### src/verilog/led_ctrl_pkg.sv
`default_nettype none

package led_ctrl_pkg;

    localparam int data_w = 8;
    localparam int ram_addr_w = 12;
    localparam int div_w = 8;
    localparam logic [div_w-1:0] default_ticks_per_bit = 8'd9;
    localparam int line_bytes = 128;
    localparam int wb_adr_w = 13;

    // word addresses inside the register window.
    localparam logic [7:0] reg_status = 8'd0;
    localparam logic [7:0] reg_divisor = 8'd1;
    localparam logic [7:0] reg_cmd_count = 8'd2;

    localparam logic [1:0] rx_idle = 2'd0;
    localparam logic [1:0] rx_start = 2'd1;
    localparam logic [1:0] rx_data = 2'd2;
    localparam logic [1:0] rx_stop = 2'd3;

    localparam logic [1:0] dec_idle = 2'd0;
    localparam logic [1:0] dec_row = 2'd1;
    localparam logic [1:0] dec_load = 2'd2;

    typedef struct packed {
        logic              valid;
        logic [data_w-1:0] data;
    } rx_byte_t;

    typedef struct packed {
        logic [2:0] rgb_enable;
        logic [5:0] brightness_enable;
    } disp_en_t;

    typedef struct packed {
        logic                  en;
        logic [ram_addr_w-1:0] addr;
        logic [data_w-1:0]     data;
    } ram_wr_t;

    typedef struct packed {
        logic                cyc;
        logic                stb;
        logic                we;
        logic [wb_adr_w-1:0] adr;
        logic [data_w-1:0]   dat;
    } wb_req_t;

    typedef struct packed {
        logic              ack;
        logic [data_w-1:0] dat;
    } wb_rsp_t;

endpackage

`default_nettype wire
### src/verilog/ctrl_regs.sv
`timescale 1ns/1ps
`default_nettype none

module ctrl_regs (
    input  logic                                clk_in,
    input  logic                                reset,
    input  led_ctrl_pkg::wb_req_t               wb_req,
    output led_ctrl_pkg::wb_rsp_t               wb_rsp,
    input  led_ctrl_pkg::disp_en_t              disp_en,
    input  logic                                rx_busy,
    input  logic [7:0]                          cmd_count,
    output logic [led_ctrl_pkg::div_w-1:0]      ticks_per_bit,
    output logic [led_ctrl_pkg::ram_addr_w-1:0] ram_rd_addr,
    input  logic [7:0]                          ram_rd_data
);
    import led_ctrl_pkg::*;

    logic              req;
    logic              ram_sel;
    logic              pend;
    logic              ack;
    logic              div_wr;
    logic [data_w-1:0] rd_mux;
    logic [data_w-1:0] rd_data;

    assign req = wb_req.cyc && wb_req.stb;
    assign ram_sel = wb_req.adr[wb_adr_w-1];
    assign ram_rd_addr = wb_req.adr[ram_addr_w-1:0];
    assign div_wr = req && wb_req.we && !ram_sel && (wb_req.adr[7:0] == reg_divisor);

    always_comb begin
        rd_mux = '0;
        if (ram_sel) begin
            rd_mux = ram_rd_data;
        end else begin
            case (wb_req.adr[7:0])
                reg_status: begin
                    // address bit 8 selects the brightness view of the status word.
                    if (wb_req.adr[8]) begin
                        rd_mux = {2'b00, disp_en.brightness_enable};
                    end else begin
                        rd_mux = {4'b0000, rx_busy, disp_en.rgb_enable};
                    end
                end
                reg_divisor: rd_mux = ticks_per_bit;
                reg_cmd_count: rd_mux = cmd_count;
                default: rd_mux = '0;
            endcase
        end
    end

    // first edge registers the RAM read, second edge answers.
    always_ff @(posedge clk_in) begin
        if (reset) begin
            pend <= 1'b0;
            ack <= 1'b0;
            ticks_per_bit <= default_ticks_per_bit;
        end else begin
            ack <= 1'b0;
            if (pend) begin
                pend <= 1'b0;
                ack <= req;
                if (div_wr) begin
                    ticks_per_bit <= (wb_req.dat == '0) ? div_w'(1) : wb_req.dat[div_w-1:0];
                end
            end else if (req && !ack) begin
                pend <= 1'b1;
            end
        end
    end

    always_ff @(posedge clk_in) begin
        if (pend) begin
            rd_data <= rd_mux;
        end
    end

    assign wb_rsp = '{ack: ack, dat: rd_data};

endmodule

`default_nettype wire

### config.mk
export PLATFORM = sky130hd
export DESIGN_NAME = ctrl_regs
export DESIGN_NICKNAME = d
export VERILOG_FILES = /design/src/verilog/led_ctrl_pkg.sv /design/src/verilog/ctrl_regs.sv
export SDC_FILE = /design/constraint.sdc
export NUM_CORES = 1
export LEC_CHECK = 0
export BUFFER_PORTS_ARGS = -buffer_cell sky130_fd_sc_hd__buf_2
export CORE_AREA = 5 5 69 71
export DETAILED_ROUTE_END_ITERATION = 8
export DIE_AREA = 0 0 74 76
export GPL_TIMING_DRIVEN = 0
export HOLD_SLACK_MARGIN = 0.12
export MAX_ROUTING_LAYER = met4
export SLEW_MARGIN = 20
export SYNTH_ARGS = -nofsm -noshare
export SYNTH_HDL_FRONTEND = slang
export SYNTH_SLANG_ARGS = --single-unit
### constraint.sdc
create_clock -name clk_in -period 4.35 [get_ports clk_in]
set_clock_uncertainty 0.2 [all_clocks]
set_input_delay 0 -clock clk_in [delete_from_list [all_inputs] [get_ports clk_in]]
set_output_delay 0 -clock clk_in [all_outputs]
set_load 0.005 [all_outputs]
[Word-level counts from Yosys, hierarchy flattened]
Index checks and enable logic that the tools add are counted.
Word-level totals
  logic and storage cells: 24
  input bits: 52
  output and inout port bits: 29
  bits in registers: 18
Cells by class
  reductions and logical operators: 12
  bitwise logic cells: 1
  eq/ne operators: 2
  multiplexer cells: 5
Operators with widths (number)
  $pmux 8 s3: 1
  $logic_not 8->1: 2
  $mux 8: 2
  $eq 8x1->1 const B: 1
  $eq 8x2->1 const B: 1
  $mux 6: 1
  $logic_and 1x1->1: 5
  $reduce_or 2->1: 2
  $logic_not 1->1: 2
  $reduce_and 2->1: 1
  $mux 1: 1
  $not 1->1: 1

[Logic depth before layout (Yosys ltp)]
  word-level depth: 5
  depth in mapped cells: 4
  gate-level depth less buffers: 3

[Worst setup path before layout]
No wires, ideal clock.
  path kind: reg-to-reg
  start: register pend
  end: register ticks_per_bit[0] (netlist name)
  arrival time: 1169 ps
  required time: 4078 ps
  setup slack: 2910 ps
  stages on the path, launching flop included: 5
  cells stage by stage: dfxtp_1 and3_1 and4_1 buf_6 mux2i_1
On the way
  cells in the longest elaborated chain, start to end: 1
RTL lines
  start, declared: line ctrl_regs.sv:20  | logic pend;
  start signal, assigned: line ctrl_regs.sv:55  | pend <= 1'b0;
  start signal, assigned: line ctrl_regs.sv:61  | pend <= 1'b0;
  start signal, assigned: line ctrl_regs.sv:67  | pend <= 1'b1;
  $reduce_and 2->1 (no source line)
  end signal, assigned: line ctrl_regs.sv:57  | ticks_per_bit <= default_ticks_per_bit;
  end signal, assigned: line ctrl_regs.sv:64  | ticks_per_bit <= (wb_req.dat == '0) ? div_w'(1) : wb_req.dat[div_w-1:0];
  end, declared: line ctrl_regs.sv:12  | output logic [led_ctrl_pkg::div_w-1:0] ticks_per_bit,
No other way between the ends.
A chain may end at the register's enable or synchronous reset.

[Worst setup path after layout]
  start: register pend
  end: register ticks_per_bit[4] (netlist name)
Same word-level chain as after synthesis.

==> run metrics <==
Syn Inst Count 114; internal power 305 µW; core area 4170 µm²; Port-buffer cells 75; CP max stage delay 0.58 ns; post-synthesis compound-gate area fraction 12.2%; critical path class reg -> reg; TritonCTS Sinks 18; cell area after synthesis 1120 µm²; Sw Ratio 22.9%; CTS buffer count 3; part of the cycle the worst path needs 50.4%; largest net degree at the start of global routing 12; ANT cells 0; CTS tree done; hold path start wb_req[8]; clk root buf clkbuf_8; Post-Place Cell Area 1570 µm²; mux cell area share after synthesis 10.7%; number of synthesized flops with an enable pin 8; Relative slew margins 71.8%; Vias/cell 4.42; RR Endpoint ticks_per_bit[4]$_SDFFE_PP0P_; Final min period 2.19 ns; Fin. Hold Viols 0; post-synthesis xor/xnor area fraction 0%; Synth Area in Simple Gates 26.0%; R2R cell count 5; setup TNS 0 ns; vias in the first global route 1408; crit end category register; floorplan row count 24; CP startpoint kind register; Main synth FF type dfxtp_1; WP buf/inv 2; CP max stage cell dfxtp_1; HP Class in -> out; Adder-Cell Fraction of Synth Area 0%; Finished Cell Area 2010 µm²; IR Drop Worst-Case VDD 81.7 µV; IO Pins 81; P_sw 90.5 µW; final setup vio count 0; Stages on worst setup path 5; Clock Power Share 29.1%; DRC 0; DIE AREA 5620 µm²; register area share after synthesis 39.2%; Synth top area share 21.4%; DRT Pass-1 Iters 5; H-tree levels 1; Worst EP arrival 2.19 ns; setup slack, reg-to-reg 2.16 ns; Worst Path Required 4.35 ns; area grow syn2layout 78.4%; Post-Route WL 3540 µm; Max Cap Viol 0; CTS clock-pin slew for the worst setup and hold paths 0.07 ns; syn avg cell area 9.87 µm²; Net count, final 286; crit path from pend$_SDFF_PP0_; ys async rst share 0%; Synth area leader edfxtp_1; leak pwr 0.905 nW; first-iteration detailed-routing DRC count 24; hold path cells 3; Cell Pwr Density 197 nW/µm²; Initial Utilization 26.9%; worst reg2reg path startpoint pend$_SDFF_PP0_; Synth Register Bits 18; share of total power in sequential cells 45.7%; slew at the pin closest to its max-slew limit 0.423 ns; HPWL Detailed 2660 µm; highest clock rate 456 MHz; worst skew pair latency 0.25 ns; number of nets still failing antenna checks after routing 0; CTS resizes 0; Synth cell types 32; Final Util 48.1%; GR Overflow Total 0; status completed; wire length per cell 12.5 µm; die height 76 µm; CTS max path bufs 2; first-pass GRT wire length 6090 µm; end of the critical path ticks_per_bit[4]$_SDFFE_PP0P_; main combinational cell family by area after synthesis simple AND/OR/NAND/NOR gates; syn nets 166; synth top area cells edfxtp_1, dfxtp_1, mux2i_1; Vias 1256; Syn. warnings 0; number of antenna violations at the first check in global routing 0; peak fanout along the critical path 11; RSZ-0062 raised after global routing false; All-Layer GR Usage 13.8%; share of cells above drive strength 1 41.8%; critical-path cell list and3_1 > and4_1 > buf_6 > mux2i_1 > dlygate4sd3_1; RePlAce Congestion 0.711; Slew Limit Fails 0; final hold slack 0.131 ns; CP delay by family, top buffers and inverters; Die X 74 µm; part of the power in combinational logic 25.2%
-- registers in the layout, summed over array words and instances (netlist names) --
signal / flops
ack: 1
pend: 1
ticks_per_bit: 8
rd_data: 8
-- placed cells by master, fill, tap and decap left out, types with 4 or more instances in the layout --
cell / count
a22o_1: 4
buf_2: 77
buf_4: 13
clkbuf_1: 4
dfxtp_1: 10
dlygate4sd3_1: 40
edfxtp_1: 8
mux2i_1: 12
nand2_1: 6
nand2b_1: 12
nand3b_1: 8
nor2_1: 5
o211ai_1: 4
-- cell type report --
| type | count | area [µm²] |
|---|---|---|
| Buffer | 20 | 134 |
| Clock buffer | 3 | 41.3 |
| Fill cell | 402 | 2170 |
| Multi-Input combinational cell | 76 | 551 |
| Sequential cell | 18 | 440 |
| Tap cell | 52 | 65.1 |
| Timing Repair Buffer | 115 | 776 |
-- routing by layer --
metal  up-vias  routed length [µm]  global-route usage (%)
met5         -                   0                       -
met4         0                  16                    3.26
met3         2                 239                    2.90
met2        38                1920                    24.6
met1       569                1370                    15.4
li1        647                   -                       -
-- worst reg2reg max path, stage by stage (launching register included) --
cell and delay, ns:
dfxtp_1 0.58, and3_1 0.23, and4_1 0.23, buf_6 0.16, mux2i_1 0.19, dlygate4sd3_1 0.56
-- worst min path at each step --
stage / end / slack, ns
global placement: ram_rd_addr[11] / -0.03
detailed placement: ram_rd_addr[8] / -0.03
finish: ram_rd_addr[0] / 0.13
global route: ram_rd_addr[0] / 0.16
floorplan: ram_rd_addr[0] / -0.12
CTS: ram_rd_addr[0] / 0.14
-- power groups by stage --
| stage | Combinational [mW] | Sequential [mW] | Clock (mW) |
|---|---|---|---|
| floorplan | 0.0355 | 0.185 | 0 |
| finish | 0.0997 | 0.181 | 0.115 |
| CTS | 0.0992 | 0.181 | 0.116 |
| global placement | 0.0717 | 0.185 | 0 |
| global route | 0.111 | 0.181 | 0.121 |
| detailed placement | 0.0721 | 0.185 | 0 |
-- cells in the mapped netlist, drive strengths merged (3+ instances only) --
master / instances
a22o: 4
buf: 16
clkbuf: 4
dfxtp: 10
edfxtp: 8
mux2i: 12
nand2: 6
nand2b: 12
nand3b: 8
nor2: 5
nor4: 3
o211ai: 4
-- cells by family after synthesis --
kind of cell           count (synthesis)
AOI/OAI and AO/OA                     18
buffers and inverters                 20
and+or+nand+nor                       46
muxes                                 12
DFF                                   18
-- repair_timing --
item | in CTS | in global routing
hold buffers | 40 | 0
hold endpoints to repair | 28 | 0
setup buffers | 0 | 0
-- metrics by stage --
stage,worst slack [ns],power (mW),std cells
final,2.16,0.396,284
after detailed placement,2.71,0.257,241
after global placement,2.72,0.257,241
after global routing,2.02,0.414,284
after floorplan,2.91,0.220,114
after CTS,2.17,0.397,284
Power figures use the tool's default switching activity.
