## config.mk

```make
export PLATFORM = sky130hd
export DESIGN_NAME = uart_rx
export DESIGN_NICKNAME = d
export VERILOG_FILES = /design/src/verilog/led_ctrl_pkg.sv /design/src/verilog/uart_rx.sv
export SDC_FILE = /design/constraint.sdc
export NUM_CORES = 1
export LEC_CHECK = 0
export ABC_AREA = 0
export BUFFER_PORTS_ARGS = -buffer_cell sky130_fd_sc_hd__buf_2
export CAP_MARGIN = 20
export CORE_UTILIZATION = 50
export CTS_CLUSTER_SIZE = 28
export DETAILED_ROUTE_END_ITERATION = 8
export PLACE_DENSITY = 0.72
export SLEW_MARGIN = 30
export SYNTH_ARGS = -nofsm -noshare
export SYNTH_HDL_FRONTEND = slang
export SYNTH_SLANG_ARGS = --single-unit
```

## constraint.sdc

```tcl
create_clock -name clk_in -period 2.2 [get_ports clk_in]
set_input_delay 0.44 -clock clk_in [delete_from_list [all_inputs] [get_ports clk_in]]
set_output_delay 0.44 -clock clk_in [all_outputs]
set_load 0.01 [all_outputs]
```

## src/verilog/led_ctrl_pkg.sv

```systemverilog
`default_nettype none

package led_ctrl_pkg;

    localparam int data_w = 8;
    localparam int ram_addr_w = 12;
    localparam int div_w = 8;
    localparam logic [div_w-1:0] default_ticks_per_bit = 8'd9;
    localparam int line_bytes = 128;
    localparam int wb_adr_w = 13;

    // word addresses inside the register window.
    localparam logic [7:0] reg_status = 8'd0;
    localparam logic [7:0] reg_divisor = 8'd1;
    localparam logic [7:0] reg_cmd_count = 8'd2;

    localparam logic [1:0] rx_idle = 2'd0;
    localparam logic [1:0] rx_start = 2'd1;
    localparam logic [1:0] rx_data = 2'd2;
    localparam logic [1:0] rx_stop = 2'd3;

    localparam logic [1:0] dec_idle = 2'd0;
    localparam logic [1:0] dec_row = 2'd1;
    localparam logic [1:0] dec_load = 2'd2;

    typedef struct packed {
        logic              valid;
        logic [data_w-1:0] data;
    } rx_byte_t;

    typedef struct packed {
        logic [2:0] rgb_enable;
        logic [5:0] brightness_enable;
    } disp_en_t;

    typedef struct packed {
        logic                  en;
        logic [ram_addr_w-1:0] addr;
        logic [data_w-1:0]     data;
    } ram_wr_t;

    typedef struct packed {
        logic                cyc;
        logic                stb;
        logic                we;
        logic [wb_adr_w-1:0] adr;
        logic [data_w-1:0]   dat;
    } wb_req_t;

    typedef struct packed {
        logic              ack;
        logic [data_w-1:0] dat;
    } wb_rsp_t;

endpackage

`default_nettype wire
```

## src/verilog/uart_rx.sv

```systemverilog
`timescale 1ns/1ps
`default_nettype none

module uart_rx (
    input  logic                           clk_in,
    input  logic                           reset,
    input  logic                           rx,
    input  logic [led_ctrl_pkg::div_w-1:0] ticks_per_bit,
    output led_ctrl_pkg::rx_byte_t         rx_byte,
    output logic                           rx_busy
);
    import led_ctrl_pkg::*;

    logic [1:0]        rx_sync;
    logic              rx_prev;
    logic [1:0]        state;
    logic [div_w-1:0]  period;
    logic [div_w-1:0]  tick_cnt;
    logic [2:0]        bit_idx;
    logic [data_w-1:0] shift;
    logic              valid;
    logic              rx_line;

    assign rx_line = rx_sync[1];

    always_ff @(posedge clk_in) begin
        if (reset) begin
            rx_sync <= 2'b11;
            rx_prev <= 1'b1;
        end else begin
            rx_sync <= {rx_sync[0], rx};
            rx_prev <= rx_line;
        end
    end

    // the divisor is captured at the start edge and held for the whole frame.
    always_ff @(posedge clk_in) begin
        if (reset) begin
            state <= rx_idle;
            tick_cnt <= '0;
            bit_idx <= '0;
            valid <= 1'b0;
        end else begin
            valid <= 1'b0;
            if (state != rx_idle && tick_cnt != '0) begin
                tick_cnt <= tick_cnt - 1'b1;
            end else begin
                case (state)
                    rx_idle: begin
                        if (rx_prev && !rx_line) begin
                            tick_cnt <= ticks_per_bit >> 1;
                            state <= rx_start;
                        end
                    end
                    rx_start: begin
                        tick_cnt <= period - 1'b1;
                        bit_idx <= '0;
                        // a start bit that is high again at its centre was a glitch.
                        state <= rx_line ? rx_idle : rx_data;
                    end
                    rx_data: begin
                        tick_cnt <= period - 1'b1;
                        bit_idx <= bit_idx + 1'b1;
                        if (bit_idx == 3'd7) begin
                            state <= rx_stop;
                        end
                    end
                    default: begin
                        valid <= rx_line;
                        state <= rx_idle;
                    end
                endcase
            end
        end
    end

    always_ff @(posedge clk_in) begin
        if (state == rx_idle && rx_prev && !rx_line) begin
            period <= ticks_per_bit;
        end
        if (state == rx_data && tick_cnt == '0) begin
            shift <= {rx_line, shift[data_w-1:1]};
        end
    end

    assign rx_busy = (state != rx_idle);
    assign rx_byte = '{valid: valid, data: shift};

endmodule

`default_nettype wire

```

=== Word-level counts from Yosys, hierarchy flattened ===
Index checks and enable logic that the tools add are counted.

* Reduce and logical (&&, ||, !) cells: 17
* Equal/unequal tests: 6
* Bitwise logic cells: 1
* Add/subtract/negate cells: 3
* Mux-type cells: 8

{| class="wikitable"
|+ Operator list
! operator !! count
|-
| two-way mux 8 bit || 2
|-
| case mux 8 bit (2 select lines) || 1
|-
| subtractor 8 x 1 -> 8 bit (second input constant) || 2
|-
| logical NOT 8 bit || 1
|-
| nonzero test 8 bit || 1
|-
| two-way mux 2 bit || 3
|-
| case mux 2 bit (3 select lines) || 1
|-
| case mux 3 bit (2 select lines) || 1
|-
| logical AND 1 bit || 5
|-
| OR reduction 5 bit || 1
|-
| != test 2 bit (second input constant) || 2
|-
| AND reduction 2 bit || 2
|-
| nonzero test 2 bit || 2
|-
| adder 3 x 1 -> 3 bit (second input constant) || 1
|-
| == test 3 bit (second input constant) || 1
|-
| != test 3 bit (second input constant) || 1
|-
| AND reduction 3 bit || 1
|-
| nonzero test 3 bit || 1
|-
| == test 2 x 1 -> 1 bit (second input constant) || 1
|-
| == test 2 bit (second input constant) || 1
|-
| logical NOT 2 bit || 1
|-
| OR reduction 2 bit || 1
|-
| logical NOT 1 bit || 1
|-
| NOT 1 bit || 1
|}

* Flip-flop bits (word level): 33
* Input bits: 11
* Output and inout port bits: 10
* Word-level logic and storage cells: 43

=== Logic depth before layout (Yosys ltp) ===
Gate-level depths: netlist of the first run.

* Word-level depth: 5
* Mapped depth: 9
* Mapped depth without buffers: 7

=== Least setup slack after synthesis of the first run ===
Ideal clock, no wire load.

* Kind: register -> register
* Start: reg state[0]
* End: reg tick_cnt[2]
* Path slack: 0.213 ns
* Cell stages (with the launch flop): 10
* Arrival time: 1.858 ns
* Setup time: 0.128 ns
* Path buffers: 2
* Data required time: 2.072 ns
* Period minus slack after synthesis: 1.987 ns
* Path through: dfxtp_1 inv_1 ha_1 clkbuf_1 nor2_1 a32oi_1 clkbuf_1 o21ai_0 a22oi_1 nor2_1

* Longest elaborated chain between the ends: 4
* Elaborated cells on any way between the ends: 11
* Classes of those cells: eq/ne: 3; mux: 2; reduce/logical: 6

{| class="wikitable"
|+ Ends and longest elaborated chain
! element !! line !! source
|-
| from (decl) || uart_rx.sv:16 || <nowiki>logic [1:0] state;</nowiki>
|-
| from (signal assigned) || uart_rx.sv:39 || <nowiki>state <= rx_idle;</nowiki>
|-
| from (signal assigned) || uart_rx.sv:52 || <nowiki>state <= rx_start;</nowiki>
|-
| from (signal assigned) || uart_rx.sv:59 || <nowiki>state <= rx_line ? rx_idle : rx_data;</nowiki>
|-
| == test 2 bit, or another cell as far along || uart_rx.sv:48 || <nowiki>case (state)</nowiki>
|-
| OR reduction 2 bit (no line) / logical AND 1 bit (equally long branches) || -- ||
|-
| case mux 8 bit (2 select lines), or another cell as far along || uart_rx.sv:48 ||
|-
| two-way mux 8 bit / AND reduction 2 bit (equally long branches) || -- ||
|-
| to (signal assigned) || uart_rx.sv:46 || <nowiki>tick_cnt <= tick_cnt - 1'b1;</nowiki>
|-
| to (signal assigned) || uart_rx.sv:51 || <nowiki>tick_cnt <= ticks_per_bit >> 1;</nowiki>
|-
| to (signal assigned) || uart_rx.sv:56 || <nowiki>tick_cnt <= period - 1'b1;</nowiki>
|-
| to (decl) || uart_rx.sv:18 || <nowiki>logic [div_w-1:0] tick_cnt;</nowiki>
|}

Parallel ways exist; a longest one is shown, timed or not.
A chain may end at the register's enable or synchronous reset.

=== Worst setup path after layout of the first run ===
* Start: reg tick_cnt[0]
* End: reg tick_cnt[6]

* Longest elaborated chain between the ends: 4
* Elaborated cells on any way between the ends: 7
* Classes of those cells: add/sub: 1; eq/ne: 1; mux: 1; reduce/logical: 4

{| class="wikitable"
|+ Ends and longest elaborated chain
! element
|-
| parallel branches: the longest is 4 deep, another holds subtractor 8 x 1 -> 8 bit
|}

Several ways; the timed one is not identified.

==> results of run 1 <==
-- placed cells by master, fill, tap and decap left out, types with 5 or more instances in the layout --
master,Yosys,routed
inv_1,16,16
o21ai_0,5,5
clkbuf_4,0,5
dfxtp_1,17,17
edfxtp_1,16,16
nand2_1,7,7
ha_1,9,9
a31oi_1,5,5
a21oi_1,12,12
buf_2,2,20
buf_4,1,5
mux2i_1,7,7
nor2_1,16,16
-- where the power goes --
group          switching (mW)  internal [mW]
clock                   0.205          0.120
sequential             0.0394          0.679
combinational           0.244          0.191
-- worst min path at each step --
stage	startpoint	endpoint	slack, ns
after CTS	ticks_per_bit[0]	period[0]$_DFFE_PP_	0.26
after floorplan	rx_sync[0]$_SDFF_PP1_	rx_sync[1]$_SDFF_PP1_	0.39
after global routing	ticks_per_bit[0]	period[0]$_DFFE_PP_	0.26
after global placement	rx_sync[0]$_SDFF_PP1_	rx_sync[1]$_SDFF_PP1_	0.39
after detailed placement	rx_sync[0]$_SDFF_PP1_	rx_sync[1]$_SDFF_PP1_	0.40
final	ticks_per_bit[0]	period[0]$_DFFE_PP_	0.27
-- cells by family (layout without fill, tap and decap cells) --
kind of cell / after synthesis / after routing / share of synthesized area (%)
AO/OA/AOI/OAI: 37 / 37 / 14.7
multiplexers: 7 / 7 / 4.15
buffers and inverters: 23 / 49 / 5.48
XOR/XNOR: 5 / 5 / 2.59
AND/OR/NAND/NOR: 54 / 54 / 17.8
flip-flops: 33 / 33 / 48.6
adder cells (fa/ha/maj): 9 / 9 / 6.67
-- area by class of cell --
class                      instances  share of cell area (%)
tap                               44                    2.89
timing repair buffer              25                    7.23
sequential                        33                    43.1
clock buffer                       5                    1.97
clock inverter                     3                   0.920
multi-input combinational        112                    40.7
inverter                          16                    3.15
-- Yosys cell counts, drive strengths merged (2+ instances only) --
| master | instances | area, sq um |
|---|---|---|
| mux2i | 7 | 70.1 |
| or3 | 3 | 21.3 |
| or2 | 3 | 18.8 |
| o21ai | 6 | 33.8 |
| o32ai | 3 | 26.3 |
| edfxtp | 16 | 480 |
| nand4 | 2 | 12.5 |
| xnor2 | 3 | 26.3 |
| nor3 | 3 | 15.0 |
| xor2 | 2 | 17.5 |
| and3b | 2 | 17.5 |
| and3 | 2 | 12.5 |
| ha | 9 | 113 |
| buf | 3 | 17.5 |
| a21oi | 12 | 60.1 |
| nand2 | 7 | 26.3 |
| a31oi | 5 | 31.3 |
| nor2 | 16 | 60.1 |
| nand2b | 3 | 18.8 |
| or4 | 4 | 35.0 |
| dfxtp | 17 | 340 |
| inv | 16 | 60.1 |
| clkbuf | 4 | 15.0 |
| nor4 | 3 | 18.8 |
-- state kept, by name, indices dropped and copies added (netlist names) --
name / count
tick_cnt: 8
period: 8
state: 2
rx_prev: 1
rx_sync: 2
shift: 8
valid: 1
bit_idx: 3
-- routing by layer --
metal	up-vias	routed length (um)	GRT usage, %
li1	665	-	-
met1	612	1540	25.8
met2	26	1640	35.9
met3	6	120	6.28
met4	0	45	7.31
met5	-	0	0
==> results.json, run 1 <==
{
  "synthesis.nets": 188,
  "slowest_stage": "or3_2",
  "cp.required_ns": 2.49,
  "cp-endpoint": "tick_cnt[6]$_SDFFE_PP0P_",
  "yosysSeqAreaShare_pct": 48.6,
  "num-fill-cells": 277,
  "status": "finished clean",
  "avgSynthCellArea_sq_um": 10.1,
  "cts_resized": 0,
  "ys_ff_latch": 33,
  "clock.fmax_mhz": 495,
  "worstPathArrival_ns": 2.31,
  "postRouteAntennaNets": 0,
  "routedWlPerCell_um": 14.1,
  "finalWorstSetupSlack_ns": 0.181,
  "hold_class": "in -> reg",
  "dp_cells": 230,
  "rr_endpoint": "tick_cnt[6]$_SDFFE_PP0P_",
  "yosysWarnings": 0,
  "cts_tree": "built",
  "cts_buffers": 5,
  "cts-root-buf": "clkbuf_4",
  "core_sq_um": 3130,
  "gp_congestion": 0.903,
  "fp-row-count": 20,
  "die_w_um": 60.1,
  "worst-path-buf-inv": 1,
  "dp_hpwl_um": 2520,
  "total_power_mw": 1.48,
  "path_max_fanout": 4,
  "antenna_cells": 0,
  "grt_start_max_net_pins": 19,
  "multi_input_area_sq_um": 776,
  "ioPinCount": 21,
  "drc_errors": 0,
  "cts_setup_buffers": 0,
  "rsz0062_at_grt": "false",
  "slew-limit-headroom_pct": 63.3,
  "cts.clk_slew.worst_paths_ns": 0.10,
  "finClkSkew_ns": 0.00800,
  "worstMarginPinSlew_ns": 0.546,
  "synth.distinct_cells": 46,
  "cap_viol_max_count": 0,
  "place_area_sq_um": 1850,
  "reg2reg_from": "tick_cnt[0]$_SDFFE_PP0P_",
  "fin_crit_sh_pct": 91.8,
  "routed_wirelength_um": 3350,
  "finalNetCount": 213,
  "drive_gt1_share_pct": 22.7,
  "worst-r2r-setup-slack_ns": 0.18,
  "hold_path_depth": 1,
  "vias": 1309,
  "drt_iter0_markers": 26,
  "critPathKind": "reg -> reg",
  "start_util_pct": 54.0,
  "r2r_cells": 7,
  "slowest_delay_ns": 0.47,
  "crit_family": "simple AND/OR/NAND/NOR gates",
  "cp-startpoint": "tick_cnt[0]$_SDFFE_PP0P_",
  "fp.dieArea_sq_um": 3610,
  "fp.dieH_um": 60.1,
  "syn2layout_area_growth_pct": 12.7,
  "cts_max_level": 2,
  "synth_edf_count": 16,
  "cts_buffer_depth": 2,
  "port_buffers": 20,
  "dp_slack_ns": 0.186,
  "synthCells": 168,
  "period_needed_ns": 2.02,
  "clock_latency_ns": 0.33,
  "drv_slew": 0,
  "grt_usage_pct": 21.4,
  "path_cells": "inv_1 > ha_1 > nand2b_1 > or3_2 > or4_1 > a31oi_1 > o221a_2",
  "powerDensity_nw_per_um2": 776,
  "hold_viol": 0,
  "postLayoutCellArea_sq_um": 1900,
  "async_reset_ff_share_pct": 0,
  "fin_setup_tns_ns": 0,
  "worst_ir_drop_vdd_uv": 385,
  "netlist_area_sq_um": 1690,
  "grt_pass1_wl_um": 5630,
  "dr.pass1.iters": 4,
  "clock_sink_count": 33,
  "hold_ws_ns": 0.273,
  "antenna_found_initial": 0,
  "cp.depth": 7,
  "regArea_sq_um": 821,
  "postCtsHoldBufs": 0,
  "utilization_pct": 60.9,
  "static-leakage-power_nw": 0.776,
  "cp-start-kind": "flip-flop",
  "grt.overflow.total": 0,
  "stdcell_count": 238,
  "setup_viol": 0,
  "grt_pass1_vias": 1277,
  "routed_via_density": 5.50,
  "synthFlopType": "dfxtp_1",
  "end_kind": "flip-flop"
}
(Power assumes the default switching activity.)
==> inputs of run 2 (changes only) <==
--- a/config.mk
+++ b/config.mk
@@ -8,10 +8,10 @@
 export ABC_AREA = 0
 export BUFFER_PORTS_ARGS = -buffer_cell sky130_fd_sc_hd__buf_2
 export CAP_MARGIN = 20
-export CORE_UTILIZATION = 50
+export CORE_UTILIZATION = 45
 export CTS_CLUSTER_SIZE = 28
 export DETAILED_ROUTE_END_ITERATION = 8
-export PLACE_DENSITY = 0.72
+export PLACE_DENSITY = 0.66
 export SLEW_MARGIN = 30
 export SYNTH_ARGS = -nofsm -noshare
 export SYNTH_HDL_FRONTEND = slang
==> run 2 against run 1 <==
  * First-iteration DRC count increased to 3.7 times the previous value
  * Count of clock-buffer cells in the layout did not move
  * Sequential power is essentially flat
  * Clock power is 29% higher
==> results.json, run 2 (synthesis gave the netlist of run 1 again) <==
{
  "status": "finished clean",
  "cts-root-buf": "clkbuf_8",
  "clock_sink_count": 33,
  "die_w_um": 63.3,
  "grt_usage_pct": 19.0,
  "routedWlPerCell_um": 14.5,
  "final_cell_mix": "buf_2 (20), dfxtp_1 (17), inv_1 (16), nor2_1 (16), edfxtp_1 (16)",
  "hold_viol": 0,
  "cts_max_level": 2,
  "finalNetCount": 214,
  "cp.required_ns": 2.43,
  "powerDensity_nw_per_um2": 823,
  "worstMarginPinSlew_ns": 0.673,
  "worst_ir_drop_vdd_uv": 348,
  "clock.fmax_mhz": 496,
  "fin_crit_sh_pct": 91.7,
  "dp_hpwl_um": 2610,
  "core_sq_um": 3470,
  "cts_buffer_depth": 2,
  "cts.clk_slew.worst_paths_ns": 0.06,
  "fp.dieH_um": 63.3,
  "port_buffers": 20,
  "cts_tree": "built",
  "antenna_cells": 0,
  "vias": 1315,
  "gp_congestion": 0.861,
  "grt_pass1_wl_um": 5880,
  "cts_buffers": 5,
  "routed_via_density": 5.46,
  "rsz0062_at_grt": "false",
  "place_area_sq_um": 1860,
  "static-leakage-power_nw": 0.793,
  "grt.overflow.total": 0,
  "antenna_found_initial": 0,
  "end_kind": "flip-flop",
  "ioPinCount": 21,
  "drive_gt1_share_pct": 22.6,
  "postRouteAntennaNets": 0,
  "total_power_mw": 1.60,
  "finClkSkew_ns": 0.00320,
  "layout_commonest_cell": "buf_2",
  "setup_viol": 0,
  "slew-limit-headroom_pct": 54.7,
  "cap_viol_max_count": 0,
  "fp.dieArea_sq_um": 4000,
  "routed_wirelength_um": 3490,
  "top_regs": "period (8), shift (8), tick_cnt (8)",
  "fp-row-count": 21,
  "hold_ws_ns": 0.330,
  "drv_slew": 0,
  "drc_errors": 0,
  "period_needed_ns": 2.02,
  "start_util_pct": 48.7,
  "postLayoutCellArea_sq_um": 1950,
  "fin_setup_tns_ns": 0,
  "drt_iter0_markers": 95,
  "critPathKind": "reg -> reg",
  "clock_latency_ns": 0.28,
  "cp-start-kind": "flip-flop",
  "path_max_fanout": 4,
  "grt_pass1_vias": 1296,
  "postCtsHoldBufs": 0,
  "worstPathArrival_ns": 2.25,
  "hold_class": "in -> reg",
  "dr.pass1.iters": 6,
  "syn2layout_area_growth_pct": 15.3,
  "grt_start_max_net_pins": 19
}
[run 2: changes by cell type in the layout (fill, tap and decap cells not counted)]
| cell | delta |
|---|---|
| a32oi_2 | +1 |
| clkinv_1 | +2 |
| clkinv_2 | -1 |
| clkbuf_4 | -5 |
| clkbuf_8 | +5 |
| a32oi_1 | -1 |
| clkinvlp_4 | -1 |
| buf_4 | +1 |
[run 2: worst paths after layout]
check	cells past startpoint	slack [ns]	start	to
worst max-delay path	7	0.18	tick_cnt[0]$_SDFFE_PP0P_	tick_cnt[6]$_SDFFE_PP0P_
worst min-delay path	1	0.33	ticks_per_bit[0]	period[0]$_DFFE_PP_
worst max register to register	7	0.18	tick_cnt[0]$_SDFFE_PP0P_	tick_cnt[6]$_SDFFE_PP0P_
worst min register to register	1	0.42	rx_sync[0]$_SDFF_PP1_	rx_sync[1]$_SDFF_PP1_
[run 2: repair_timing]
item                                    4_1_cts  5_1_grt
hold endpoints to repair                      0        0
endpoints found under the setup margin        0        1
resized for setup                             0        1
setup buffers                                 0        0
[run 2: where the power goes]
part	internal (mW)	switching [mW]	leakage (nW)
clock	0.212	0.210	0.0430
combinational	0.203	0.257	0.466
sequential	0.680	0.0414	0.284
[run 2: stage by stage]
step / utilization [%] / instances / setup WS, ns
finish: 56.2 / 241 / 0.182
global route: 56.2 / 241 / 0.0640
CTS: 56.0 / 241 / 0.167
detailed placement: 53.6 / 233 / 0.192
global placement: 53.6 / 233 / 0.230
floorplan: - / 168 / 0.213
[run 2: worst max-delay path: stages, from the launching register on]
cell and delay (ns):
dfxtp_1 0.33, inv_1 0.08, ha_1 0.18, nand2b_1 0.10, or3_2 0.47, or4_1 0.41
a31oi_1 0.19, o221a_2 0.20
[run 2: cell type report]
type	count	area (sq um)
clock buffers	5	68.8
clock inverters	3	12.5
fillers	322	1520
inverters	16	60.1
multi-input cells	112	783
flip-flops and latches	33	821
well taps	46	57.6
repair buffers	26	145
[run 2: routing by layer]
metal	part of all wire (%)	GRT usage (%)
met5	0	0
met4	1.5	6.82
met3	4.1	4.53
met2	47	30.2
met1	48	25.2
