## src/verilog/led_ctrl_pkg.sv

```systemverilog
`default_nettype none

package led_ctrl_pkg;

    localparam int data_w = 8;
    localparam int ram_addr_w = 12;
    localparam int div_w = 8;
    localparam logic [div_w-1:0] default_ticks_per_bit = 8'd9;
    localparam int line_bytes = 128;
    localparam int wb_adr_w = 13;

    // word addresses inside the register window.
    localparam logic [7:0] reg_status = 8'd0;
    localparam logic [7:0] reg_divisor = 8'd1;
    localparam logic [7:0] reg_cmd_count = 8'd2;

    localparam logic [1:0] rx_idle = 2'd0;
    localparam logic [1:0] rx_start = 2'd1;
    localparam logic [1:0] rx_data = 2'd2;
    localparam logic [1:0] rx_stop = 2'd3;

    localparam logic [1:0] dec_idle = 2'd0;
    localparam logic [1:0] dec_row = 2'd1;
    localparam logic [1:0] dec_load = 2'd2;

    typedef struct packed {
        logic              valid;
        logic [data_w-1:0] data;
    } rx_byte_t;

    typedef struct packed {
        logic [2:0] rgb_enable;
        logic [5:0] brightness_enable;
    } disp_en_t;

    typedef struct packed {
        logic                  en;
        logic [ram_addr_w-1:0] addr;
        logic [data_w-1:0]     data;
    } ram_wr_t;

    typedef struct packed {
        logic                cyc;
        logic                stb;
        logic                we;
        logic [wb_adr_w-1:0] adr;
        logic [data_w-1:0]   dat;
    } wb_req_t;

    typedef struct packed {
        logic              ack;
        logic [data_w-1:0] dat;
    } wb_rsp_t;

endpackage

`default_nettype wire
```

## src/verilog/cmd_decoder.sv

```systemverilog
`timescale 1ns/1ps
`default_nettype none

module cmd_decoder (
    input  logic                   clk_in,
    input  logic                   reset,
    input  led_ctrl_pkg::rx_byte_t rx_byte,
    output led_ctrl_pkg::disp_en_t disp_en,
    output led_ctrl_pkg::ram_wr_t  ram_wr,
    output logic [7:0]             cmd_count
);
    import led_ctrl_pkg::*;

    localparam int col_w = $clog2(line_bytes);

    logic [1:0]            state;
    logic [4:0]            row;
    logic [col_w-1:0]      col;
    logic [ram_addr_w-1:0] pix_addr;
    logic                  wr_en;
    logic [ram_addr_w-1:0] wr_addr;
    logic [data_w-1:0]     wr_data;
    logic                  load_byte;

    // pixel pairs are stored in reverse column order, the low bit keeps the pair order.
    assign pix_addr = {row, ~col[col_w-1:1], col[0]};
    assign load_byte = rx_byte.valid && (state == dec_load);

    always_ff @(posedge clk_in) begin
        if (reset) begin
            state <= dec_idle;
            row <= '0;
            col <= '0;
            wr_en <= 1'b0;
            cmd_count <= '0;
            disp_en <= '1;
        end else begin
            wr_en <= 1'b0;
            if (rx_byte.valid) begin
                case (state)
                    dec_idle: begin
                        case (rx_byte.data)
                            "R": disp_en.rgb_enable[0] <= 1'b1;
                            "r": disp_en.rgb_enable[0] <= 1'b0;
                            "G": disp_en.rgb_enable[1] <= 1'b1;
                            "g": disp_en.rgb_enable[1] <= 1'b0;
                            "B": disp_en.rgb_enable[2] <= 1'b1;
                            "b": disp_en.rgb_enable[2] <= 1'b0;
                            "1": begin
                                disp_en.brightness_enable[5] <= ~disp_en.brightness_enable[5];
                            end
                            "2": begin
                                disp_en.brightness_enable[4] <= ~disp_en.brightness_enable[4];
                            end
                            "3": begin
                                disp_en.brightness_enable[3] <= ~disp_en.brightness_enable[3];
                            end
                            "4": begin
                                disp_en.brightness_enable[2] <= ~disp_en.brightness_enable[2];
                            end
                            "5": begin
                                disp_en.brightness_enable[1] <= ~disp_en.brightness_enable[1];
                            end
                            "6": begin
                                disp_en.brightness_enable[0] <= ~disp_en.brightness_enable[0];
                            end
                            "0": disp_en.brightness_enable <= '0;
                            "9": disp_en.brightness_enable <= '1;
                            "L": state <= dec_row;
                            default: ;
                        endcase
                    end
                    dec_row: begin
                        row <= rx_byte.data[4:0];
                        col <= col_w'(line_bytes - 1);
                        state <= dec_load;
                    end
                    dec_load: begin
                        wr_en <= 1'b1;
                        col <= col - 1'b1;
                        if (col == '0) begin
                            state <= dec_idle;
                            cmd_count <= cmd_count + 1'b1;
                        end
                    end
                    default: state <= dec_idle;
                endcase
            end
        end
    end

    always_ff @(posedge clk_in) begin
        if (load_byte) begin
            wr_addr <= pix_addr;
            wr_data <= rx_byte.data;
        end
    end

    assign ram_wr = '{en: wr_en, addr: wr_addr, data: wr_data};

endmodule

`default_nettype wire

```

## config.mk

```make
export PLATFORM = sky130hd
export DESIGN_NAME = cmd_decoder
export DESIGN_NICKNAME = d
export VERILOG_FILES = /design/src/verilog/led_ctrl_pkg.sv /design/src/verilog/cmd_decoder.sv
export SDC_FILE = /design/constraint.sdc
export NUM_CORES = 1
export LEC_CHECK = 0
export BUFFER_PORTS_ARGS = -buffer_cell sky130_fd_sc_hd__buf_2
export CORE_UTILIZATION = 40
export CTS_BUF_LIST = sky130_fd_sc_hd__clkbuf_4 sky130_fd_sc_hd__clkbuf_8
export DETAILED_ROUTE_END_ITERATION = 12
export PLACE_DENSITY_LB_ADDON = 0.25
export SLEW_MARGIN = 40
export SYNTH_ARGS = -nofsm -noshare
export SYNTH_HDL_FRONTEND = slang
export SYNTH_SLANG_ARGS = --single-unit
```

## constraint.sdc

```tcl
create_clock -name clk_in -period 2.1 [get_ports clk_in]
set_input_delay 0 -clock clk_in [delete_from_list [all_inputs] [get_ports clk_in]]
set_output_delay 0 -clock clk_in [all_outputs]
set_load 0.01 [all_outputs]
```

# After elaboration in Yosys (flattened, before gate mapping)
# Index checks and enable logic that the tools add are counted.
# totals
out_inout_bits	38
register_bits	52
wordCells	86
in_bits	11
# classes
n_reduce_logical	27
n_mux	14
bitwise_logic	8
n_addsub	2
eq_ne	19
# op_table
cell	count
equality test 8 x 6 -> 1 bit (second input constant)	8
equality test 8 x 7 -> 1 bit (second input constant)	7
AND reduction 3 bit	11
one-hot mux 1 bit (3 select lines)	6
nonzero test 3 bit	6
one-hot mux 7 bit (2 select lines)	1
adder 8 x 1 -> 8 bit (second input constant)	1
nonzero test 2 bit	4
zero test 7 bit	1
NOT 1 bit	7
subtractor 7 x 1 -> 7 bit (second input constant)	1
NOT 6 bit	1
one-hot mux 1 bit (2 select lines)	3
one-hot mux 2 bit (3 select lines)	1
2-to-1 mux 2 bit	2
!= test 2 x 1 -> 1 bit (second input constant)	2
AND reduction 2 bit	2
equality test 2 x 1 -> 1 bit (second input constant)	1
equality test 2 bit (second input constant)	1
zero test 2 bit	1
OR reduction 2 bit	1
logical AND 1 bit	1
2-to-1 mux 1 bit	1

# Logic depth before layout (Yosys ltp)
# Gate-level depths: netlist of run 1.
# logic_depth
word_depth	3
depth_mapped	7
depth_no_buf	6

# Worst setup path after synthesis of run 1
# No wires, ideal clock.
# synth_path
kind	reg2reg
from	register state[0]
to	register cmd_count[7]
path_buffers	1
setup_ns	0.123
slack_ns	-0.163
t_arrival_ns	2.140
period_less_slack_ns	2.263
required_ns	1.977
path_stages_with_launch	8
cell_sequence	dfxtp_1 -> inv_1 -> ha_1 -> and2_1 -> clkbuf_1 -> nand2_1 -> nor4_1 -> mux2_1
# synth_via
elab_chain_len	2
# synth_rtl
element	line	text
start: declaration	cmd_decoder.sv:16	logic [1:0] state;
start signal: assignment	cmd_decoder.sv:31	state <= dec_idle;
start signal: assignment	cmd_decoder.sv:69	"L": state <= dec_row;
start signal: assignment	cmd_decoder.sv:76	state <= dec_load;
equality test 2 bit	cmd_decoder.sv:40	case (state)
AND reduction 3 bit (no source line)	n/a	
end signal: assignment	cmd_decoder.sv:83	cmd_count <= cmd_count + 1'b1;
end: declaration	cmd_decoder.sv:10	output logic [7:0] cmd_count
# No other way between the ends.
# A chain may end at the register's enable or synchronous reset.

# Worst setup path in the final report of run 1
# layout_path
from	register col[0]
to	register cmd_count[7]
# layout_via
elab_chain_len	2
# layout_rtl
element	line	text
start: declaration	cmd_decoder.sv:18	logic [col_w-1:0] col;
start signal: assignment	cmd_decoder.sv:75	col <= col_w'(line_bytes - 1);
start signal: assignment	cmd_decoder.sv:80	col <= col - 1'b1;
zero test 7 bit	cmd_decoder.sv:81	if (col == '0) begin
AND reduction 3 bit (no source line)	n/a	
# No other way between the ends.

==> tab_implementation.tex, run 1 <==
\begin{tabular}{lr}
\hline
Metric & Value \\
\hline
\multicolumn{2}{l}{\textbf{Route}} \\
\quad First-pass detailed-route iteration total & 4 \\
\quad Via count normalized by instance count & 5.03 \\
\quad Post-route DRC & 0 \\
\quad Antenna-violating nets left & 0 \\
\quad DRC marker count from the first detailed-route iteration & 87 \\
\quad DRT Wirelength & 4630 um \\
\quad Routed WL per cell & 13.2 um \\
\quad Via total after detailed routing & 1,766 \\
\multicolumn{2}{l}{\textbf{Synth}} \\
\quad Flip-flop and latch count after synthesis & 52 \\
\quad Part of the Yosys area used for sequential elements & 0.530 \\
\quad Combined area of all synthesized cells & 2340 sq um \\
\quad Share of synthesized registers carrying an async set or reset & 0 \\
\quad Number of synthesized flops with an enable pin & 20 \\
\quad Synthesized instance count & 228 \\
\quad Synth cell types & 46 \\
\quad Most used flip-flop cell after synthesis & sky130\_fd\_sc\_hd\_\_dfxtp\_1 \\
\quad Warnings, synthesis & 0 \\
\quad Post-Synthesis Net Count & 246 \\
\quad Mapped Avg Cell Area & 10.3 sq um \\
\multicolumn{2}{l}{\textbf{Worst setup path}} \\
\quad Worst Path Arrival & 2100 ps \\
\quad Source of the critical timing path & col[0] \\
\quad Reg-to-reg startpoint & col[0] \\
\quad Worst Setup Path Type & register to register \\
\quad Crit-path max FO & 6 \\
\quad Maximum cell stage delay along the critical path & 360 ps \\
\quad Ordered cell list for the critical path & inv\_1, ha\_1, nor4b\_4, nand4\_2, nor4\_1, mux2\_1 \\
\quad Startpoint class of the critical path & register \\
\quad Sort of element at the end of the critical path & register \\
\quad Required time at the endpoint of the critical path & 2290 ps \\
\quad Cell with the largest stage delay on the worst path & sky130\_fd\_sc\_hd\_\_dfxtp\_1 \\
\quad Number of buffer and inverter instances along the worst setup path & 1 \\
\quad Dominant delay contributor by cell family on the critical path & simple AND/OR/NAND/NOR gates \\
\multicolumn{2}{l}{\textbf{Clocking}} \\
\quad Post-CTS setup buffer count & 0 \\
\quad Clock root buffer & sky130\_fd\_sc\_hd\_\_clkbuf\_8 \\
\quad Clock tree from TritonCTS & yes \\
\quad Resize count post-CTS & 0 \\
\quad Cts-stage hold buffer count & 4 \\
\quad Number of clock sinks seen by CTS & 52 \\
\quad Cts bufs inserted & 5 \\
\quad Clk slew on worst S/H paths & 90 ps \\
\quad H-tree lvl count & 2 \\
\quad Longest Clk Path Bufs & 2 \\
\quad Later-pin clock latency in the skew report & 300 ps \\
\multicolumn{2}{l}{\textbf{Floorplanning}} \\
\quad Top-Level Pins & 49 \\
\quad Initial cell density of the core & 0.420 \\
\quad Chip Width & 78.5 um \\
\quad Placeable core area & 5570 sq um \\
\quad Area enclosed by the die boundary & 6170 sq um \\
\quad Standard-cell rows & 27 \\
\quad Overall die height & 78.5 um \\
\multicolumn{2}{l}{\textbf{Pwr}} \\
\quad Psw & 381 uW \\
\quad Internal portion of total power & 1560 uW \\
\quad Sequential Power Share & 0.537 \\
\quad Leakage power & 0.00109 uW \\
\quad Clock power frac & 0.417 \\
\quad Worst-case vdd ir drop & 0.000272 V \\
\quad Pwr/cell area & 690 nW/um\^{}2 \\
\quad Switching power share of the total & 0.196 \\
\quad Combinational power share & 0.046 \\
\multicolumn{2}{l}{\textbf{GRT}} \\
\quad Total track usage & 0.158 \\
\quad Overflow after GRT & 0 \\
\quad Wire length of the first global-routing pass & 7770 um \\
\quad Maximum number of pins on one net before global-route repair & 28 \\
\quad Number of antenna violations at the first check in global routing & 0 \\
\quad Number of global-route vias before repair & 1,630 \\
\multicolumn{2}{l}{\textbf{STA}} \\
\quad Accumulated negative setup slack & 0 ps \\
\quad Final Hold Viols & 0 \\
\quad Min setup slack post-route & 194 ps \\
\quad Final Cycle Share & 0.908 \\
\quad Max Freq & 0.525 GHz \\
\quad Max Clock Skew & 3.05 ps \\
\quad Unrepaired setup endpoints after global routing & no \\
\quad Pin slew with the least headroom to its limit & 523 ps \\
\quad \# setup viols final & 0 \\
\quad Number of max-slew violations in the final report & 0 \\
\quad Final min period & 1910 ps \\
\quad Worst max-slew margin expressed relative to the limit & 0.651 \\
\multicolumn{2}{l}{\textbf{Finish}} \\
\quad Area added between synthesis and finish & 20.3\% \\
\quad Layout cells sized above 1 & 0.233 \\
\quad Sequential cell area & 1240 sq um \\
\quad Total area of multi-input combinational cells & 1000 sq um \\
\quad Final net count & 296 \\
\quad Utilization after layout & 0.506 \\
\quad \# fillers & 537 \\
\quad Number of inserted diodes & 0 \\
\multicolumn{2}{l}{\textbf{Placement}} \\
\quad Minimum setup slack after placement & 194 ps \\
\quad Final weighted congestion of routability-driven global placement & 0.768 \\
\quad Half-perimeter wire length of the detailed placement result & 3060 um \\
\quad Number of port buffers & 48 \\
\multicolumn{2}{l}{\textbf{Flow run}} \\
\quad MaxCap Viol Count & 0 \\
\multicolumn{2}{l}{\textbf{Status}} \\
\quad Result of the run & complete, no violations \\
\multicolumn{2}{l}{\textbf{Worst hold path}} \\
\quad Class of the tightest hold or removal check & input port to register \\
\quad Critical hold path startpoint & rx\_byte[0] \\
\hline
\end{tabular}
[cell families (layout without fill, tap and decap cells)]
group,Yosys count,count (layout),share of synthesized area
AO/OA/AOI/OAI,41,41,0.120
XOR/XNOR,8,8,0.0299
adder cells (fa/ha/maj),7,7,0.0374
buffers and inverters,25,76,0.0416
flip-flops,52,52,0.530
multiplexers,10,10,0.0432
AND/OR/NAND/NOR,85,85,0.199
[layout make-up]
| type | count | share of cell area |
|---|---|---|
| clock buffer | 6 | 0.0271 |
| clock inverter | 2 | 0.0213 |
| sequential | 52 | 0.440 |
| multi-input combinational | 151 | 0.356 |
| inverter | 14 | 0.0186 |
| tap | 72 | 0.0319 |
| timing repair buffer | 54 | 0.105 |
[synthesized netlist by cell type, types with 2 or more instances]
library cell,n,area [sq um]
sky130_fd_sc_hd__and2_1,4,25.0
sky130_fd_sc_hd__clkbuf_1,10,37.5
sky130_fd_sc_hd__a21oi_1,15,75.1
sky130_fd_sc_hd__nand3_1,6,30.0
sky130_fd_sc_hd__xnor2_1,2,17.5
sky130_fd_sc_hd__and3_1,2,12.5
sky130_fd_sc_hd__a311oi_1,2,17.5
sky130_fd_sc_hd__edfxtp_1,20,601
sky130_fd_sc_hd__nand4_1,5,31.3
sky130_fd_sc_hd__a31oi_1,2,12.5
sky130_fd_sc_hd__nor3_1,8,40.0
sky130_fd_sc_hd__o221a_2,2,22.5
sky130_fd_sc_hd__nand2_1,18,67.6
sky130_fd_sc_hd__dfxtp_1,32,641
sky130_fd_sc_hd__a211oi_1,3,22.5
sky130_fd_sc_hd__xor2_1,6,52.6
sky130_fd_sc_hd__nor4_1,2,12.5
sky130_fd_sc_hd__o211a_1,2,20.0
sky130_fd_sc_hd__o21ai_0,2,10.0
sky130_fd_sc_hd__or2_2,2,12.5
sky130_fd_sc_hd__inv_1,13,48.8
sky130_fd_sc_hd__nor2_1,18,67.6
sky130_fd_sc_hd__o21a_1,6,45.0
sky130_fd_sc_hd__nand3b_1,3,22.5
sky130_fd_sc_hd__o311ai_0,2,17.5
sky130_fd_sc_hd__mux2i_1,9,90.1
sky130_fd_sc_hd__or4_1,3,22.5
sky130_fd_sc_hd__nor2b_1,2,12.5
sky130_fd_sc_hd__ha_1,7,87.6
sky130_fd_sc_hd__nand2b_1,4,25.0
[layer usage]
metal	vias to the layer above	part of all wire	global-route usage
li1	915	-	-
met5	-	0	0
met4	0	0.017	0.0611
met1	808	0.50	0.215
met3	10	0.036	0.0326
met2	33	0.44	0.245
[flip-flops by register name (all words and copies together), names as in the netlist]
signal and flops:
cmd_count 8, disp_en 9, state 2, col 7
wr_addr 12, wr_data 8, row 5, wr_en 1
[metrics by stage]
step	area (sq um)	power (uW)	std cells	hold slack (ps)
after floorplan	2340	1120	228	98.9
after global placement	2640	1150	339	223
after detailed placement	2640	1150	339	229
after CTS	2820	1960	351	48.0
after global routing	2820	2010	351	56.1
final	2820	1950	351	60.2
[final timing paths]
kind                   to  slack [ps]  depth (start not counted)
min reg2reg    wr_addr[8]         430                          0
max reg2reg  cmd_count[7]         190                          6
max          cmd_count[7]         190                          6
min            wr_data[0]          60                          1
[power groups by stage]
stage,Clock (uW),Sequential [uW],Combinational (uW)
final,812,1040,89.8
after global routing,864,1040,99.3
after CTS,828,1040,89.6
after detailed placement,0,1070,83.1
after global placement,0,1070,82.5
after floorplan,0,1070,54.9
[placed cells by master (no fill, tap or decap), drive strengths merged, types with 3 or more instances in the layout]
master	Yosys	routed
a21oi	15	15
inv	13	13
xor2	6	6
and2	4	4
o21a	6	6
nand2	18	18
edfxtp	20	20
nor2	19	19
dlygate4sd3	0	4
ha	7	7
dfxtp	32	32
a211oi	3	3
mux2i	9	9
buf	1	50
clkbuf	10	6
or4	3	3
nand4	6	6
nor3	8	8
nand3b	3	3
nand2b	4	4
o21ai	3	3
nand3	6	6
Power figures use the tool's default switching activity.
==> run 2: changes to the inputs <==
--- a/config.mk
+++ b/config.mk
@@ -9,7 +9,7 @@
 export CORE_UTILIZATION = 40
 export CTS_BUF_LIST = sky130_fd_sc_hd__clkbuf_4 sky130_fd_sc_hd__clkbuf_8
 export DETAILED_ROUTE_END_ITERATION = 12
-export PLACE_DENSITY_LB_ADDON = 0.25
+export PLACE_DENSITY = 0.71
 export SLEW_MARGIN = 40
 export SYNTH_ARGS = -nofsm -noshare
 export SYNTH_HDL_FRONTEND = slang
==> run 2 against run 1 <==
  * Flip-flop and latch count unchanged
  * Core utilization decreased by 0.54 points
  * Die area unchanged
  * Maximum frequency increased by 1.1%
  * Combinational power increased by 2%
  * Clock power decreased by 29%
==> tab_implementation.tex, run 2 (synthesis gave the netlist of run 1 again) <==
\begin{tabular}{lr}
\hline
Metric & Value \\
\hline
\multicolumn{2}{l}{\textbf{Floorplanning}} \\
\quad Initial cell density of the core & 0.420 (unchanged) \\
\quad Placeable core area & 5570 sq um (unchanged) \\
\quad Standard-cell rows & 27 (unchanged) \\
\quad Chip Width & 78.5 um (unchanged) \\
\quad Area enclosed by the die boundary & 6170 sq um (unchanged) \\
\quad Top-Level Pins & 49 (unchanged) \\
\quad Overall die height & 78.5 um (unchanged) \\
\multicolumn{2}{l}{\textbf{STA}} \\
\quad Post-route worst hold slack & 31.8 ps (was 60.2 ps) \\
\quad Final min period & 1880 ps (was 1910 ps) \\
\quad \# setup viols final & 0 (unchanged) \\
\quad Pin slew with the least headroom to its limit & 533 ps (was 523 ps) \\
\quad Number of max-slew violations in the final report & 0 (unchanged) \\
\quad Final Cycle Share & 0.898 (was 0.908) \\
\quad Max Clock Skew & 7.87 ps (was 3.05 ps) \\
\quad Worst max-slew margin expressed relative to the limit & 0.643 (was 0.651) \\
\quad Accumulated negative setup slack & 0 ps (unchanged) \\
\quad Final Hold Viols & 0 (unchanged) \\
\quad Max Freq & 0.531 GHz (was 0.525 GHz) \\
\multicolumn{2}{l}{\textbf{Finish}} \\
\quad Layout cells sized above 1 & 0.239 (was 0.233) \\
\quad Number of flip-flops in the largest register & 12 (unchanged) \\
\quad Largest registers & wr\_addr: 12 flops, disp\_en: 9 flops (unchanged) \\
\quad Register name with the most flops & wr\_addr (unchanged) \\
\quad Commonest cells after routing, fill and taps aside & sky130\_fd\_sc\_hd\_\_buf\_2 (48), sky130\_fd\_sc\_hd\_\_dfxtp\_1 (32), sky130\_fd\_sc\_hd\_\_edfxtp\_1 (20) (unchanged) \\
\quad Final net count & 297 (was 296) \\
\quad Area added between synthesis and finish & 19.1\% (was 20.3\%) \\
\quad Number of inserted diodes & 0 (unchanged) \\
\quad Most common cell after layout, fill and taps aside & sky130\_fd\_sc\_hd\_\_buf\_2 (unchanged) \\
\quad Number of standard cells in the final layout excluding fillers & 352 (was 351) \\
\quad Utilization after layout & 0.501 (was 0.506) \\
\multicolumn{2}{l}{\textbf{Clocking}} \\
\quad Number of clock sinks seen by CTS & 52 (unchanged) \\
\quad Clock root buffer & sky130\_fd\_sc\_hd\_\_clkbuf\_8 (unchanged) \\
\quad Clock tree from TritonCTS & yes (unchanged) \\
\quad Longest Clk Path Bufs & 2 (unchanged) \\
\quad Post-CTS setup buffer count & 0 (unchanged) \\
\quad Later-pin clock latency in the skew report & 310 ps (was 300 ps) \\
\quad H-tree lvl count & 2 (unchanged) \\
\quad Clk slew on worst S/H paths & 100 ps (was 90 ps) \\
\quad Cts bufs inserted & 5 (unchanged) \\
\multicolumn{2}{l}{\textbf{Pwr}} \\
\quad Switching power share of the total & 0.235 (was 0.196) \\
\quad Clock power frac & 0.338 (was 0.417) \\
\quad Combinational power share & 0.053 (was 0.046) \\
\quad Sequential Power Share & 0.609 (was 0.537) \\
\quad Pwr/cell area & 615 nW/um\^{}2 (was 690 nW/um\^{}2) \\
\quad Psw & 402 uW (was 381 uW) \\
\quad Internal portion of total power & 1310 uW (was 1560 uW) \\
\quad Leakage power & 0.00107 uW (was 0.00109 uW) \\
\quad Worst-case vdd ir drop & 0.000242 V (was 0.000272 V) \\
\multicolumn{2}{l}{\textbf{GRT}} \\
\quad Maximum number of pins on one net before global-route repair & 28 (unchanged) \\
\quad Wire length of the first global-routing pass & 7970 um (was 7770 um) \\
\quad Number of antenna violations at the first check in global routing & 0 (unchanged) \\
\quad Number of global-route vias before repair & 1,691 (was 1,630) \\
\quad Total track usage & 0.163 (was 0.158) \\
\quad Overflow after GRT & 0 (unchanged) \\
\multicolumn{2}{l}{\textbf{Route}} \\
\quad Post-route DRC & 0 (unchanged) \\
\quad Antenna-violating nets left & 0 (unchanged) \\
\quad Via count normalized by instance count & 5.19 (was 5.03) \\
\quad First-pass detailed-route iteration total & 4 (unchanged) \\
\quad Via total after detailed routing & 1,826 (was 1,766) \\
\quad DRT Wirelength & 4710 um (was 4630 um) \\
\quad Routed WL per cell & 13.4 um (was 13.2 um) \\
\quad DRC marker count from the first detailed-route iteration & 159 (was 87) \\
\multicolumn{2}{l}{\textbf{Worst setup path}} \\
\quad Cell with the largest stage delay on the worst path & sky130\_fd\_sc\_hd\_\_a221oi\_2 (was sky130\_fd\_sc\_hd\_\_dfxtp\_1) \\
\quad Worst Path Arrival & 2130 ps (was 2100 ps) \\
\quad Required time at the endpoint of the critical path & 2340 ps (was 2290 ps) \\
\quad Dominant delay contributor by cell family on the critical path & simple AND/OR/NAND/NOR gates (unchanged) \\
\quad Startpoint class of the critical path & register (unchanged) \\
\quad Worst R2R End & state[1] (was cmd\_count[7]) \\
\quad Crit-path max FO & 6 (unchanged) \\
\quad Reg-to-reg startpoint & col[0] (unchanged) \\
\quad Number of buffer and inverter instances along the worst setup path & 2 (was 1) \\
\quad Ordered cell list for the critical path & inv\_1, ha\_1, nor4b\_4, buf\_4, nand2\_1, a221oi\_2, mux2i\_1 (was inv\_1, ha\_1, nor4b\_4, nand4\_2, nor4\_1, mux2\_1) \\
\quad Setup slack of the worst register-to-register path & 220 ps (was 190 ps) \\
\quad Sort of element at the end of the critical path & register (unchanged) \\
\quad Worst Setup Path Type & register to register (unchanged) \\
\quad Worst reg2reg path depth & 7 (was 6) \\
\quad Maximum cell stage delay along the critical path & 390 ps (was 360 ps) \\
\quad WP depth & 7 (was 6) \\
\multicolumn{2}{l}{\textbf{Worst hold path}} \\
\quad Critical hold path startpoint & rx\_byte[0] (unchanged) \\
\quad Hold Crit Endpoint & wr\_data[0] (unchanged) \\
\quad Number of cells on the worst hold path & 1 (unchanged) \\
\quad Class of the tightest hold or removal check & input port to register (unchanged) \\
\multicolumn{2}{l}{\textbf{Placement}} \\
\quad Half-perimeter wire length of the detailed placement result & 3180 um (was 3060 um) \\
\quad Number of port buffers & 48 (unchanged) \\
\quad Final weighted congestion of routability-driven global placement & 0.803 (was 0.768) \\
\quad Number of placed cells counting well taps & 340 (was 339) \\
\multicolumn{2}{l}{\textbf{Flow run}} \\
\quad MaxCap Viol Count & 0 (unchanged) \\
\multicolumn{2}{l}{\textbf{Status}} \\
\quad Result of the run & complete, no violations (unchanged) \\
\hline
\end{tabular}
==> run 2: cell types whose count changed in the layout (fill, tap and decap cells not counted), sizes merged <==
| cell | change |
|---|---|
| clkbuf | -1 |
| bufinv | -2 |
| clkinvlp | +2 |
| buf | +1 |
| clkinv | +1 |
==> run 2: how the worst max path moves through the flow <==
stage / start / to / slack (ps)
floorplan: state[0] / cmd_count[7] / 190
global placement: col[0] / cmd_count[7] / 290
detailed placement: col[0] / state[1] / 170
CTS: col[0] / state[1] / 160
global route: col[0] / state[1] / -8
finish: col[0] / state[1] / 220
==> run 2: what timing repair did <==
item                       CTS  global route
gates resized for setup      0             1
hold buffers                 4             0
setup endpoints to repair    0             1
hold endpoints to repair     5             0
==> run 2: final cells by class <==
class | instances | area (sq um)
fill | 543 | 2780
sequential | 52 | 1240
multi-input combinational | 151 | 1010
timing repair buffer | 55 | 303
tap | 72 | 90.1
clock buffer | 5 | 68.8
inverter | 14 | 52.6
clock inverter | 3 | 23.8
==> run 2: through the flow <==
stage	cell area [sq um]	worst slack, ps	total power, uW
floorplan	2340	194	1120
global placement	2650	291	1150
detailed placement	2650	169	1150
CTS	2780	157	1730
global route	2790	-7.80	1770
finish	2790	215	1710
==> run 2: metal layers <==
| metal | GRT usage | part of all wire | vias up |
|---|---|---|---|
| met3 | 0.0337 | 0.037 | 8 |
| met2 | 0.272 | 0.48 | 39 |
| li1 | - | - | 922 |
| met4 | 0.0537 | 0.016 | 0 |
| met1 | 0.209 | 0.47 | 857 |
| met5 | 0 | 0 | - |
==> run 2: power by group through the flow <==
stage	registers (uW)	logic (uW)	clock network [uW]
finish	1040	91.5	579
global route	1040	101	628
CTS	1040	90.5	591
detailed placement	1070	84.1	0
global placement	1070	81.8	0
floorplan	1070	54.9	0
